File: src/rtl/ifu_pkg.sv
/* Shared widths, queue defaults, memory response type and the
   fetch word union for the instruction fetch unit */

package ifu_pkg;

    // --------------------
    // Widths
    // --------------------

    localparam int XLEN   = 32;                 // PC, address and memory data
    localparam int HALF_W = 16;                 // One instruction parcel

    // --------------------
    // Default sizing
    // --------------------

    localparam int Q_WORDS_DEF   = 2;           // Queue depth in words
    localparam int TXN_CNT_W_DEF = 3;           // Pending and discard counters

    // --------------------
    // Types
    // --------------------

    // One 16-bit parcel
    typedef logic [HALF_W-1:0] half_t;

    // Word split into parcels, low parcel at the lower address
    typedef struct packed {
        half_t hi;                              // Bits 31:16
        half_t lo;                              // Bits 15:0
    } half_pair_t;

    // Fetched word seen either as one full instruction or as two parcels
    typedef union packed {
        logic [XLEN-1:0] instr;
        half_pair_t      half;
    } imem_word_u;

    // Memory response
    typedef enum logic [1:0] {
        MEM_RESP_NOTRDY = 2'b00,                // Nothing this cycle
        MEM_RESP_RDY_OK = 2'b01,                // Data valid
        MEM_RESP_RDY_ER = 2'b10                 // Access fault
    } mem_resp_e;

    // Parcel coding
    // Low bits 2'b11 mark a full 32-bit instruction
    // Any other value marks a compressed one

endpackage : ifu_pkg
File: src/rtl/ifu_queue_if.sv
/* Link between the fetch controller and the halfword queue */

`timescale 1ns/100ps

interface ifu_queue_if #(
    parameter int Q_WORDS = ifu_pkg::Q_WORDS_DEF
);
    import ifu_pkg::*;

    localparam int FREE_W = $clog2(Q_WORDS + 1);

    logic              resp_vd;         // Accepted response, not discarded
    logic              resp_er;         // That response is an access fault
    imem_word_u        rdata;           // Response word
    logic              flush;           // New PC or stop
    logic              pc_new_req;      // New PC this cycle
    logic              pc_new_half;     // New PC bit 1
    logic [FREE_W-1:0] free_words;      // Free words after this cycle's read

    // Controller side
    modport ctrl (
        output resp_vd, resp_er, rdata, flush, pc_new_req, pc_new_half,
        input  free_words
    );

    // Queue side
    modport queue (
        input  resp_vd, resp_er, rdata, flush, pc_new_req, pc_new_half,
        output free_words
    );

endinterface : ifu_queue_if

File: src/rtl/ifu_top.sv
/* Instruction fetch unit top level with plain ports */

`timescale 1ns/100ps

module ifu_top #(
    parameter int Q_WORDS   = ifu_pkg::Q_WORDS_DEF,     // Queue depth in words
    parameter int TXN_CNT_W = ifu_pkg::TXN_CNT_W_DEF    // Outstanding limit is 2**W-1
) (
    input  logic                     clk,
    input  logic                     rst_n,
    input  logic                     pipe_stop_fetch_i,     // Pipeline stop
    // Redirect from execute
    input  logic                     exu_pc_new_req_i,
    input  logic [ifu_pkg::XLEN-1:0] exu_pc_new_i,
    // Instruction memory
    output logic                     imem_req_o,
    output logic [ifu_pkg::XLEN-1:0] imem_addr_o,           // Word aligned
    input  logic                     imem_ack_i,
    input  logic [ifu_pkg::XLEN-1:0] imem_rdata_i,
    input  ifu_pkg::mem_resp_e       imem_resp_i,
    // Decode
    input  logic                     idu_rdy_i,
    output logic                     idu_vd_o,
    output logic [ifu_pkg::XLEN-1:0] idu_instr_o,
    output logic                     idu_imem_err_o,
    output logic                     idu_err_rvi_hi_o
);
    import ifu_pkg::*;

    imem_word_u imem_rdata_w;

    ifu_queue_if #(.Q_WORDS(Q_WORDS)) q_if ();

    // Raw bus word into the two-view type
    assign imem_rdata_w.instr = imem_rdata_i;

    // --------------------
    // Memory side
    // --------------------

    ifu_fetch_ctrl #(
        .TXN_CNT_W        (TXN_CNT_W)
    ) ctrl_i (
        .clk              (clk),
        .rst_n            (rst_n),
        .pipe_stop_fetch_i(pipe_stop_fetch_i),
        .exu_pc_new_req_i (exu_pc_new_req_i),
        .exu_pc_new_i     (exu_pc_new_i),
        .imem_ack_i       (imem_ack_i),
        .imem_resp_i      (imem_resp_i),
        .imem_rdata_i     (imem_rdata_w),
        .imem_req_o       (imem_req_o),
        .imem_addr_o      (imem_addr_o),
        .q                (q_if.ctrl)
    );

    // --------------------
    // Decode side
    // --------------------

    ifu_instr_queue #(
        .Q_WORDS          (Q_WORDS)
    ) queue_i (
        .clk              (clk),
        .rst_n            (rst_n),
        .idu_rdy_i        (idu_rdy_i),
        .idu_vd_o         (idu_vd_o),
        .idu_instr_o      (idu_instr_o),
        .idu_imem_err_o   (idu_imem_err_o),
        .idu_err_rvi_hi_o (idu_err_rvi_hi_o),
        .q                (q_if.queue)
    );

endmodule : ifu_top

File: src/rtl/ifu_instr_queue.sv
/* Parcel type decoder, halfword queue with pointers and the
   instruction output toward decode */

`timescale 1ns/100ps

module ifu_instr_queue #(
    parameter int Q_WORDS = ifu_pkg::Q_WORDS_DEF
) (
    input  logic                     clk,
    input  logic                     rst_n,
    input  logic                     idu_rdy_i,             // Decode takes the head
    output logic                     idu_vd_o,
    output logic [ifu_pkg::XLEN-1:0] idu_instr_o,
    output logic                     idu_imem_err_o,        // Access fault
    output logic                     idu_err_rvi_hi_o,      // Fault on upper half
    ifu_queue_if.queue               q
);
    import ifu_pkg::*;

    localparam int Q_HALFS  = Q_WORDS * 2;
    localparam int ADR_W    = $clog2(Q_HALFS);
    localparam int PTR_W    = ADR_W + 1;                    // Extra wrap bit
    localparam int FREE_H_W = $clog2(Q_HALFS + 1);
    localparam int FREE_W_W = $clog2(Q_WORDS + 1);

    // Pattern names are <upper parcel>_<lower parcel>
    typedef enum logic [2:0] {
        INSTR_NONE,
        INSTR_RVI_HI_RVI_LO,        // Aligned full instruction
        INSTR_RVC_RVC,
        INSTR_RVI_LO_RVC,
        INSTR_RVC_RVI_HI,
        INSTR_RVI_LO_RVI_HI,
        INSTR_RVC_NV,               // Unaligned start, low parcel unused
        INSTR_RVI_LO_NV
    } parcel_type_e;

    logic                unaligned_ff;
    logic                straddle_ff;      // Previous word ended in a full instr low half
    logic                straddle_next;
    logic                hi_is_rvi;
    logic                lo_is_rvi;
    parcel_type_e        instr_type;

    logic                q_wr_en;
    logic                q_wr_hi;
    logic                q_wr_full;
    logic                q_rd_vd;
    logic                q_rd_hword;

    logic [PTR_W-1:0]    q_wptr;
    logic [PTR_W-1:0]    q_wptr_next;
    logic [PTR_W-1:0]    q_rptr;
    logic [PTR_W-1:0]    q_rptr_next;
    logic [PTR_W-1:0]    q_ocpd_next;

    half_t               q_data [Q_HALFS];
    logic                q_err  [Q_HALFS];
    half_t               q_data_head;
    half_t               q_data_next;
    logic                q_err_head;
    logic                q_err_next;

    logic                q_is_empty;
    logic                q_has_1_ocpd_hw;
    logic                q_head_is_rvi;
    logic [FREE_H_W-1:0] q_ocpd_h;
    logic [FREE_H_W-1:0] q_free_h_next;

    // --------------------
    // Parcel decoder
    // --------------------

    always_ff @(posedge clk or negedge rst_n) begin
        if (!rst_n) begin
            unaligned_ff <= 1'b0;
            straddle_ff  <= 1'b0;
        end else if (q.pc_new_req) begin
            unaligned_ff <= q.pc_new_half;
            straddle_ff  <= 1'b0;
        end else if (q.resp_vd) begin
            unaligned_ff <= 1'b0;                   // Only the first word is unaligned
            straddle_ff  <= straddle_next;
        end
    end

    assign hi_is_rvi = &q.rdata.half.hi[1:0];
    assign lo_is_rvi = &q.rdata.half.lo[1:0];

    always_comb begin
        instr_type = INSTR_NONE;
        if (q.resp_vd) begin
            if (unaligned_ff) begin
                instr_type = hi_is_rvi ? INSTR_RVI_LO_NV : INSTR_RVC_NV;
            end else if (straddle_ff) begin
                instr_type = hi_is_rvi ? INSTR_RVI_LO_RVI_HI : INSTR_RVC_RVI_HI;
            end else if (lo_is_rvi) begin
                instr_type = INSTR_RVI_HI_RVI_LO;
            end else begin
                instr_type = hi_is_rvi ? INSTR_RVI_LO_RVC : INSTR_RVC_RVC;
            end
        end
    end

    assign straddle_next = (instr_type == INSTR_RVI_LO_NV)
                         | (instr_type == INSTR_RVI_LO_RVI_HI)
                         | (instr_type == INSTR_RVI_LO_RVC);

    assign q_wr_en   = q.resp_vd & ~q.flush;
    assign q_wr_hi   = (instr_type == INSTR_RVC_NV) | (instr_type == INSTR_RVI_LO_NV);
    assign q_wr_full = (instr_type != INSTR_NONE) & ~q_wr_hi;

    // --------------------
    // Pointers
    // --------------------

    assign q_rd_vd    = idu_vd_o & idu_rdy_i;
    assign q_rd_hword = ~q_head_is_rvi | q_err_head;        // Faults leave as one parcel

    always_comb begin
        q_wptr_next = q_wptr;
        if (q.flush) begin
            q_wptr_next = '0;
        end else if (q_wr_en) begin
            q_wptr_next = q_wptr + (q_wr_full ? PTR_W'(2) : PTR_W'(1));
        end
    end

    always_comb begin
        q_rptr_next = q_rptr;
        if (q.flush) begin
            q_rptr_next = '0;
        end else if (q_rd_vd) begin
            q_rptr_next = q_rptr + (q_rd_hword ? PTR_W'(1) : PTR_W'(2));
        end
    end

    always_ff @(posedge clk or negedge rst_n) begin
        if (!rst_n) begin
            q_wptr <= '0;
            q_rptr <= '0;
        end else begin
            q_wptr <= q_wptr_next;
            q_rptr <= q_rptr_next;
        end
    end

    // --------------------
    // Storage
    // --------------------

    always_ff @(posedge clk) begin
        if (q_wr_en & q_wr_hi) begin
            q_data[ADR_W'(q_wptr)] <= q.rdata.half.hi;
            q_err [ADR_W'(q_wptr)] <= q.resp_er;
        end else if (q_wr_en & q_wr_full) begin
            q_data[ADR_W'(q_wptr)]        <= q.rdata.half.lo;
            q_err [ADR_W'(q_wptr)]        <= q.resp_er;
            q_data[ADR_W'(q_wptr + 1'b1)] <= q.rdata.half.hi;
            q_err [ADR_W'(q_wptr + 1'b1)] <= q.resp_er;
        end
    end

    assign q_data_head = q_data[ADR_W'(q_rptr)];
    assign q_data_next = q_data[ADR_W'(q_rptr + 1'b1)];
    assign q_err_head  = q_err [ADR_W'(q_rptr)];
    assign q_err_next  = q_err [ADR_W'(q_rptr + 1'b1)];

    // Status
    assign q_is_empty      = (q_rptr == q_wptr);
    assign q_ocpd_h        = FREE_H_W'(q_wptr - q_rptr);
    assign q_has_1_ocpd_hw = (q_ocpd_h == FREE_H_W'(1));
    assign q_head_is_rvi   = &q_data_head[1:0];

    assign q_ocpd_next   = q_wptr - q_rptr_next;
    assign q_free_h_next = FREE_H_W'(Q_HALFS) - FREE_H_W'(q_ocpd_next);
    assign q.free_words  = FREE_W_W'(q_free_h_next >> 1);   // Whole words only

    // --------------------
    // Decode side output
    // --------------------

    always_comb begin
        idu_vd_o         = 1'b0;
        idu_imem_err_o   = 1'b0;
        idu_err_rvi_hi_o = 1'b0;
        if (!q_is_empty) begin
            if (q_has_1_ocpd_hw) begin
                idu_vd_o       = ~q_head_is_rvi | q_err_head;   // Lone low half waits
                idu_imem_err_o = q_err_head;
            end else begin
                idu_vd_o         = 1'b1;
                idu_imem_err_o   = q_err_head | (q_head_is_rvi & q_err_next);
                idu_err_rvi_hi_o = ~q_err_head & q_head_is_rvi & q_err_next;
            end
        end
    end

    // Compressed parcels zero-extended
    assign idu_instr_o = q_rd_hword ? XLEN'(q_data_head) : {q_data_next, q_data_head};

endmodule : ifu_instr_queue

File: src/rtl/ifu_fetch_ctrl.sv
/* Fetch FSM, word address register, pending and discard counters
   and the memory request outputs */

`timescale 1ns/100ps

module ifu_fetch_ctrl #(
    parameter int TXN_CNT_W = ifu_pkg::TXN_CNT_W_DEF
) (
    input  logic                     clk,
    input  logic                     rst_n,
    input  logic                     pipe_stop_fetch_i,     // Stop fetching
    input  logic                     exu_pc_new_req_i,      // Redirect
    input  logic [ifu_pkg::XLEN-1:0] exu_pc_new_i,          // Redirect target
    input  logic                     imem_ack_i,            // Request taken
    input  ifu_pkg::mem_resp_e       imem_resp_i,
    input  ifu_pkg::imem_word_u      imem_rdata_i,
    output logic                     imem_req_o,
    output logic [ifu_pkg::XLEN-1:0] imem_addr_o,
    ifu_queue_if.ctrl                q
);
    import ifu_pkg::*;

    typedef enum logic {
        FSM_IDLE,
        FSM_FETCH
    } fetch_fsm_e;

    fetch_fsm_e           fsm_ff;
    fetch_fsm_e           fsm_next;
    logic                 fsm_fetch;
    logic                 fetch_req;
    logic                 stop_req;

    logic                 resp_ok;
    logic                 resp_er;
    logic                 resp_received;
    logic                 resp_vd;
    logic                 resp_er_vd;
    logic                 handshake;

    logic [XLEN-1:2]      addr_ff;
    logic [XLEN-1:2]      addr_next;

    logic [TXN_CNT_W-1:0] pnd_cnt;
    logic [TXN_CNT_W-1:0] pnd_cnt_next;
    logic [TXN_CNT_W-1:0] vd_pnd_cnt;
    logic                 pnd_full;

    logic [TXN_CNT_W-1:0] discard_cnt;
    logic [TXN_CNT_W-1:0] discard_cnt_next;
    logic                 discard_upd;
    logic                 discard_req;

    logic [TXN_CNT_W:0]   free_words_ext;
    logic                 q_has_room;

    // --------------------
    // Response decode
    // --------------------

    assign resp_ok       = (imem_resp_i == MEM_RESP_RDY_OK);
    assign resp_er       = (imem_resp_i == MEM_RESP_RDY_ER);
    assign resp_received = resp_ok | resp_er;
    assign resp_vd       = resp_received & ~discard_req;    // Stale ones dropped here
    assign resp_er_vd    = resp_er & ~discard_req;
    assign handshake     = imem_req_o & imem_ack_i;

    // --------------------
    // FSM
    // --------------------

    assign fetch_req = exu_pc_new_req_i & ~pipe_stop_fetch_i;
    assign stop_req  = pipe_stop_fetch_i | (resp_er_vd & ~exu_pc_new_req_i);

    always_comb begin
        fsm_next = fsm_ff;
        case (fsm_ff)
            FSM_IDLE:  if (fetch_req) fsm_next = FSM_FETCH;
            FSM_FETCH: if (stop_req)  fsm_next = FSM_IDLE;
            default:   fsm_next = FSM_IDLE;
        endcase
    end

    always_ff @(posedge clk or negedge rst_n) begin
        if (!rst_n) begin
            fsm_ff <= FSM_IDLE;
        end else begin
            fsm_ff <= fsm_next;
        end
    end

    assign fsm_fetch = (fsm_ff == FSM_FETCH);

    // --------------------
    // Word address
    // --------------------

    // Skip the redirect word when it is taken in the same cycle
    assign addr_next = exu_pc_new_req_i ? exu_pc_new_i[XLEN-1:2] + (XLEN-2)'(handshake)
                                        : addr_ff + (XLEN-2)'(handshake);

    always_ff @(posedge clk or negedge rst_n) begin
        if (!rst_n) begin
            addr_ff <= '0;
        end else if (exu_pc_new_req_i | handshake) begin
            addr_ff <= addr_next;
        end
    end

    // --------------------
    // Pending and discard
    // --------------------

    assign pnd_cnt_next = pnd_cnt + (TXN_CNT_W'(handshake) - TXN_CNT_W'(resp_received));
    assign pnd_full     = &pnd_cnt;

    always_ff @(posedge clk or negedge rst_n) begin
        if (!rst_n) begin
            pnd_cnt <= '0;
        end else begin
            pnd_cnt <= pnd_cnt_next;
        end
    end

    assign discard_upd      = exu_pc_new_req_i | resp_er_vd | (resp_received & discard_req);
    assign discard_cnt_next = exu_pc_new_req_i ? pnd_cnt_next - TXN_CNT_W'(handshake)
                            : resp_er_vd       ? pnd_cnt_next       // Nothing after a fault
                                               : discard_cnt - 1'b1;

    always_ff @(posedge clk or negedge rst_n) begin
        if (!rst_n) begin
            discard_cnt <= '0;
        end else if (discard_upd) begin
            discard_cnt <= discard_cnt_next;
        end
    end

    assign discard_req = |discard_cnt;
    assign vd_pnd_cnt  = pnd_cnt - discard_cnt;     // Responses that will land in the queue

    // --------------------
    // Memory request
    // --------------------

    assign free_words_ext = (TXN_CNT_W+1)'(q.free_words);
    assign q_has_room     = free_words_ext > {1'b0, vd_pnd_cnt};

    assign imem_req_o  = (exu_pc_new_req_i & ~pnd_full & ~pipe_stop_fetch_i)
                       | (fsm_fetch & ~pnd_full & q_has_room);
    assign imem_addr_o = exu_pc_new_req_i ? {exu_pc_new_i[XLEN-1:2], 2'b00}
                                          : {addr_ff, 2'b00};

    // Toward the queue
    assign q.resp_vd     = resp_vd;
    assign q.resp_er     = resp_er_vd;
    assign q.rdata       = imem_rdata_i;
    assign q.flush       = exu_pc_new_req_i | pipe_stop_fetch_i;
    assign q.pc_new_req  = exu_pc_new_req_i;
    assign q.pc_new_half = exu_pc_new_i[1];

endmodule : ifu_fetch_ctrl

File: config.mk
export PLATFORM = sky130hd
export DESIGN_NAME = ifu_top
export DESIGN_NICKNAME = d
export VERILOG_FILES = /design/src/rtl/ifu_pkg.sv /design/src/rtl/ifu_queue_if.sv /design/src/rtl/ifu_top.sv /design/src/rtl/ifu_instr_queue.sv /design/src/rtl/ifu_fetch_ctrl.sv
export SDC_FILE = /design/constraint.sdc
export NUM_CORES = 1
export LEC_CHECK = 0
export ABC_AREA = 1
export BUFFER_PORTS_ARGS = -buffer_cell sky130_fd_sc_hd__buf_4
export CORE_MARGIN = 8
export CORE_UTILIZATION = 47
export CTS_BUF_LIST = sky130_fd_sc_hd__clkbuf_2
export DETAILED_ROUTE_END_ITERATION = 10
export HOLD_SLACK_MARGIN = 0.03
export PLACE_DENSITY = 0.69
export SLEW_MARGIN = 20
export SYNTH_ARGS = -nofsm -noshare
export SYNTH_HDL_FRONTEND = slang
export SYNTH_SLANG_ARGS = --single-unit
File: constraint.sdc
create_clock -name clk -period 7 [get_ports clk]
set_input_delay 1.4 -clock clk [delete_from_list [all_inputs] [get_ports clk]]
set_output_delay 1.4 -clock clk [all_outputs]
set_load 0.005 [all_outputs]
### Word level (Yosys, flattened, before mapping)

Memory sizes are Yosys's and may differ from the RTL's.
Cells that the tools add are included.

| storage, ports and cells | value |
|---|---|
| register bits | 45 |
| RAM bits | 68 |
| input port bits | 72 |
| output and inout bits | 68 |
| word-level logic and storage cells | 120 |
| memories kept | 2 |

Memory list:

| memory | words | width | read ports | clocked after Yosys merged registers in | wr ports | RTL line | text |
|---|---|---|---|---|---|---|---|
| queue_i.q_data | 4 | 16 | 2 | 0 | 2 | ifu_instr_queue.sv:57 | `half_t q_data [Q_HALFS];` |
| queue_i.q_err | 4 | 1 | 2 | 0 | 2 | ifu_instr_queue.sv:58 | `logic q_err [Q_HALFS];` |

| operators by class | value |
|---|---|
| add/sub/neg operators | 14 |
| $lt $le $gt $ge | 1 |
| equality and inequality tests | 8 |
| mux-type cells | 38 |
| bitwise logic cells | 41 |
| reductions and logical operators | 8 |

Operators by type and width:

| kind | number |
|---|---|
| 32-bit two-way mux | 2 |
| 30-bit by 1-bit adder with 30-bit output | 2 |
| 3-bit two-way mux | 10 |
| 30-bit two-way mux | 1 |
| 1-bit two-way mux | 21 |
| 1-bit AND | 18 |
| 16-bit two-way mux | 1 |
| 1-bit bitwise OR | 14 |
| 3-bit == test, second input constant | 3 |
| 1-bit NOT | 9 |
| 3-bit subtractor | 3 |
| 3-bit by 2-bit adder with 3-bit output | 2 |
| 2-bit AND reduction | 3 |
| 2-bit by 1-bit adder with 2-bit output, second input constant | 2 |
| 2-bit two-way mux | 2 |
| 2-bit nonzero test | 2 |
| 3-bit adder | 1 |
| 3-bit by 1-bit == test with 1-bit output, second input constant | 1 |
| 3-bit by 2-bit == test with 1-bit output, second input constant | 1 |
| 3-bit == test | 1 |
| 2-bit by 3-bit greater-than comparator with 1-bit output | 1 |
| 3-bit AND reduction | 1 |
| 3-bit nonzero test | 1 |
| 3-bit OR reduction | 1 |
| 7 further kinds | 7 |

### Depth between registers and ports, before layout

An unclocked memory read counts as a cell.

| depth | value |
|---|---|
| word-level depth | 19 |
| mapped depth | 39 |
| gate-level depth less buffers | 38 |

### Hierarchy

From an unflattened synthesis, not the netlist that was laid out.

| unflattened totals | value |
|---|---|
| cell total of the unflattened synthesis | 1103 |
| area, all modules | 8172.8 µm² |

By module, submodules not included:

| module | times used | cells an instance | area each (µm²) | seq. area each (µm²) |
|---|---|---|---|---|
| ifu_instr_queue | 1 | 551 | 4601.9 | 2217.1 |
| ifu_fetch_ctrl | 1 | 552 | 3570.9 | 925.9 |

### Worst setup path after synthesis

Ideal clock, no wire load.

| path | value |
|---|---|
| path kind | register to register |
| start | reg queue_i.q_rptr[0] |
| end | reg ctrl_i.discard_cnt[2] |
| setup time | 0.137 ns |
| arrival | 5.565 ns |
| required time | 6.863 ns |
| slack | 1.298 ns |
| stages on the path, launching flop included | 37 |
| path buffers | 2 |
| clock period less this slack | 5.702 ns |
| cells stage by stage | dfrtp_1 -> inv_1 -> buf_2 -> nand2_1 -> nand3_1 -> nand2_1 -> nand2_1 -> clkbuf_1 -> ha_1 -> inv_1 -> fa_1 -> inv_1 -> o21ai_0 -> a21oi_1 -> ha_1 -> ha_1 -> xor2_1 -> xor2_1 -> inv_1 -> nand2_1 -> nand2_1 -> ha_1 -> nand2_1 -> nand2_1 -> nor2_1 -> nand2_1 -> nand2_1 -> nand3_1 -> ha_1 -> inv_1 -> ha_1 -> fa_1 -> inv_1 -> ha_1 -> xor2_1 -> nand2_1 -> a31oi_1 |

| between the ends | value |
|---|---|
| longest elaborated chain between the ends | 19 |

Ends and longest elaborated chain:

| item | RTL line | text |
|---|---|---|
| from (decl) | ifu_instr_queue.sv:53 | `logic [PTR_W-1:0] q_rptr;` |
| from (signal assigned) | ifu_instr_queue.sv:144 | `q_rptr <= q_rptr_next;` |
| branches (longest 7 deep; another with memory read 4 x 16 bit) | - |  |
| 3-bit two-way mux (*) | ifu_instr_queue.sv:133 | `end else if (q_rd_vd) begin` |
| 3-bit two-way mux (*) | ifu_instr_queue.sv:131 | `if (q.flush) begin` |
| named net queue_i.q_rptr_next[1] | ifu_instr_queue.sv:54 | `logic [PTR_W-1:0] q_rptr_next;` |
| 3-bit subtractor (*) | ifu_instr_queue.sv:175 | `assign q_ocpd_next = q_wptr - q_rptr_next;` |
| 3-bit subtractor (*) | ifu_instr_queue.sv:176 | `assign q_free_h_next = FREE_H_W'(Q_HALFS) - FREE_H_W'(q_ocpd_next);` |
| 2-bit by 3-bit greater-than comparator with 1-bit output (*) | ifu_fetch_ctrl.sv:146 | `assign q_has_room = free_words_ext > {1'b0, vd_pnd_cnt};` |
| 1-bit AND (*) | ifu_fetch_ctrl.sv:149 | `\| (fsm_fetch & ~pnd_full & q_has_room);` |
| 1-bit bitwise OR (*) | ifu_fetch_ctrl.sv:149 |  |
| 1-bit AND (*) | ifu_fetch_ctrl.sv:66 | `assign handshake = imem_req_o & imem_ack_i;` |
| 1-bit by 1-bit subtractor with 2-bit output (*) | ifu_fetch_ctrl.sv:114 | `assign pnd_cnt_next = pnd_cnt + (TXN_CNT_W'(handshake) - TXN_CNT_W'(resp_received));` |
| 3-bit adder (*) | ifu_fetch_ctrl.sv:114 |  |
| named net ctrl_i.pnd_cnt_next[1] | ifu_fetch_ctrl.sv:45 | `logic [TXN_CNT_W-1:0] pnd_cnt_next;` |
| 3-bit by 1-bit subtractor with 3-bit output (*) | ifu_fetch_ctrl.sv:126 | `assign discard_cnt_next = exu_pc_new_req_i ? pnd_cnt_next - TXN_CNT_W'(handshake)` |
| 3-bit two-way mux (*) | ifu_fetch_ctrl.sv:126 |  |
| to (signal assigned) | ifu_fetch_ctrl.sv:134 | `discard_cnt <= discard_cnt_next;` |
| to (decl) | ifu_fetch_ctrl.sv:49 | `logic [TXN_CNT_W-1:0] discard_cnt;` |

Mark *: on every way through the listed nets, which the timed path passes.
A chain may end at the register's enable or synchronous reset.

### Worst setup path in the final report

| path | value |
|---|---|
| start | reg queue_i.q_rptr[0] |
| end | out imem_req_o |

| between the ends | value |
|---|---|
| longest elaborated chain between the ends | 14 |

Ends and longest elaborated chain:

| item | RTL line | text |
|---|---|---|
| branches (longest 7 deep; another with memory read 4 x 16 bit) | - |  |
| 3-bit two-way mux (*) | ifu_instr_queue.sv:133 |  |
| 3-bit two-way mux (*) | ifu_instr_queue.sv:131 |  |
| named net queue_i.q_rptr_next[1] | ifu_instr_queue.sv:54 |  |
| 3-bit subtractor (*) | ifu_instr_queue.sv:175 |  |
| 3-bit subtractor (*) | ifu_instr_queue.sv:176 |  |
| 2-bit by 3-bit greater-than comparator with 1-bit output (*) | ifu_fetch_ctrl.sv:146 |  |
| 1-bit AND (*) | ifu_fetch_ctrl.sv:149 |  |
| 1-bit bitwise OR (*) | ifu_fetch_ctrl.sv:149 |  |
| to (decl) | ifu_top.sv:16 | `output logic imem_req_o,` |

Marks and branches as above.

==> reports/metrics.cfg <==
[detailed_routing]
routed_wl_mm=21.90
drt-pass1-iter-count=4
drc_errors=0
antenna_left=0
drt-initial-drc-count=551
avgViaCountPerCell=5.314
wire_per_inst_um=15.98
via_count=7285

[timing]
setup_viol=0
max_freq_mhz=153.6
tightest_slew_ps=839.0
min_period_ps=6510
rsz0062_at_grt=no
fin_setup_tns_ps=0
fin_skew_ps=19.89
period_share=0.9299
relSlewSlack=0.4393
maxSlewViolCount=0
finalHoldViolations=0
hold_slack_ps=510.5

[global_route]
first_global_vias=7060
grt_start_max_net_pins=56
grt_overflow_total=0
grt_antenna_before_repair=1
grt_pass1_wl_mm=34.91
grtUsageTotal=0.2142

[synth]
synth-edff-count=68
synth_warnings=0
postSynthCellCount=1029
synth-main-ff-cell=edfxtp_1
yosys.area.top_type=edfxtp_1
ys_seq_area_frac=0.4028
ys_ff_latch=112
netlist_area_um2=7802
ys_top_cells_by_area=edfxtp_1 26%, nand2_1 16%, dfrtp_1 14%
async_flop_share=0.3929
synth_top_area_frac=0.2617
synth.distinct_cells=46
avgSynthCellArea_um2=7.583

[clocking]
cts_tree=built
holdBufCountCts=0
cts.sinks=112
cts_buffers=9
cts_setup_buffers=0
clockBufferDepth=2
post_cts_resized=0
cts-root-buf=clkbuf_2
worst_skew_pair.late_latency_ps=620
clk_pin_slew_ps=300
htreeDepth=3

[placement]
dpl.cell_count=1355
gp_congestion=0.9955
dpl.hpwl_mm=15.82
port_buffers=136

[floorplan]
io_pins=140
start_util=0.4756
die_width_um=144.8
die_h_um=144.8
die_area_um2=20980
coreArea_um2=16410
rows=47

[power]
powerDensity_nw_per_um2=207.5
vdd.ir_drop.worst_v=0.0001256
leakage_nw=4.189

[worst_setup_path]
slowest_stage=dfrtp_1
r2r_start=queue_i.q_rptr[0]$_DFF_PN0_
worstSetupStartpoint=queue_i.q_rptr[0]$_DFF_PN0_
critical_path_required_ps=5600
crit_type=flip-flop to output port
critPathLaunchType=flip-flop
arrival_ps=5110
crit_path_end_kind=output port
crit_path_max_fanout=21
cpPeakStageDelay_ps=510
cp_common_cell=nand2_1

[cells_and_area]
drive_gt1_frac=0.2000
syn_to_final_growth_pct=16.95
stdcell_count=1371
fin_nets=1241

[run_status]
outcome=completed

[worst_hold_path]
hp-start=ctrl_i.addr_ff[31]$_DFFE_PN0P_
worst_hold_path_type=flip-flop to flip-flop

[run]
max_cap_viol_count=0

critical path: cells and delay by family, from the launching register on:
family | cells | cell delay (ps)
fa+ha+maj | 5 | 1400
xor+xnor | 2 | 380
buf+inv | 7 | 750
simple gates | 11 | 1010
flops | 1 | 510
compound gates | 3 | 450
cells in the mapped netlist (3+ instances only):
library cell  number
buf_2             14
nand2_2           12
a22oi_1            3
nor2_1            73
o21ai_0          127
nand3b_1           5
o21ai_1           16
a22o_1            16
a31oi_1           16
clkbuf_1          25
nor2_2             8
nand2_1          328
fa_1               5
o21ai_2           15
o21ai_4            6
edfxtp_1          68
inv_1             99
xnor2_1            8
dfrtp_1           44
o211ai_1           3
o31ai_1            3
nand3_1           32
buf_4              3
o22ai_1           16
inv_2              5
ha_1              18
nor2_4             3
a21oi_1            9
nand4_1            9
xor2_1            15
final timing paths:
kind / end / slack, ps / cells after the start
max: imem_req_o / 490 / 28
min: ctrl_i.addr_ff[31]$_DFFE_PN0P_ / 510 / 2
min reg2reg: ctrl_i.addr_ff[31]$_DFFE_PN0P_ / 510 / 2
min in group asynchronous: ctrl_i.fsm_fetch$_DFF_PN0_ / 730 / 1
max reg2reg: ctrl_i.discard_cnt[1]$_DFFE_PN0P_ / 870 / 36
max in group asynchronous: ctrl_i.addr_ff[4]$_DFFE_PN0P_ / 5850 / 1
flip-flops by register name (all words and copies together), names as in the netlist:
name                  count
queue_i.unaligned_ff      1
queue_i.q_rptr            3
ctrl_i.pnd_cnt            3
queue_i.q_err             4
queue_i.q_wptr            3
ctrl_i.addr_ff           30
queue_i.q_data           64
ctrl_i.fsm_fetch          1
ctrl_i.discard_cnt        3
kinds of logic (layout without fill, tap and decap cells):
group                      count (synthesis)  count (layout)  synth area share
buffers and inverters                    155             275           0.08515
DFF                                      112             112            0.4028
adders and majority gates                 23              23           0.04169
and+or+nand+nor                          483             483            0.2630
AOI/OAI and AO/OA                        232             232            0.1810
xor gates and xnor gates                  23              23           0.02582
other                                      1               3         0.0004806
stage by stage:
stage	power, mW	area, µm²	worst slack, ps	util
finish	1.893	9125	490.4	0.5562
global placement	1.551	8991	1008	0.5480
global route	2.037	9125	106.4	0.5562
detailed placement	1.568	8991	906.7	0.5480
floorplan	1.331	7806	1298	-
CTS	1.908	9123	440.8	0.5560
report_power, final:
group	total [mW]	internal, mW	switching, mW
Sequential	0.835	0.790	0.0449
Combinational	0.719	0.289	0.430
Clock	0.340	0.118	0.221
Total	1.89	1.20	0.696
cells in the final DEF (no fill, tap or decap), types with 3 or more instances in the layout:
cell type,n
nor2_1,73
a22o_1,16
a22oi_1,3
xor2_1,15
o21ai_4,6
o21ai_0,127
fa_1,5
clkbuf_2,10
o21ai_1,16
buf_4,154
nor2_2,8
nand2_1,328
edfxtp_1,68
o21ai_2,15
nor2_4,3
ha_1,18
inv_1,99
nand4_1,9
nand3_1,32
a31oi_1,16
nand2_2,12
xnor2_1,8
o22ai_1,16
inv_2,5
dfrtp_1,44
o211ai_1,3
nand3b_1,5
a21oi_1,9
area by class of cell:
| class | count | area (µm²) |
|---|---|---|
| Multi-Input combinational cell | 763 | 4019 |
| Timing Repair Buffer | 154 | 1156 |
| Clock inverter | 5 | 81.33 |
| Sequential cell | 112 | 3143 |
| Tap cell | 220 | 275.3 |
| Inverter | 106 | 397.9 |
| Antenna cell | 1 | 2.502 |
| Clock buffer | 10 | 50.05 |
| Fill cell | 1609 | 7282 |
routing by layer:
layer,track usage,routed length [µm],part of all wire,vias to the layer above
met5,0,0,0,-
met4,0.09474,540,0.025,0
met3,0.03543,1561,0.071,33
met2,0.3626,10450,0.48,266
met1,0.2634,9348,0.43,3345
li1,-,-,-,3641
(Power assumes the default switching activity.)
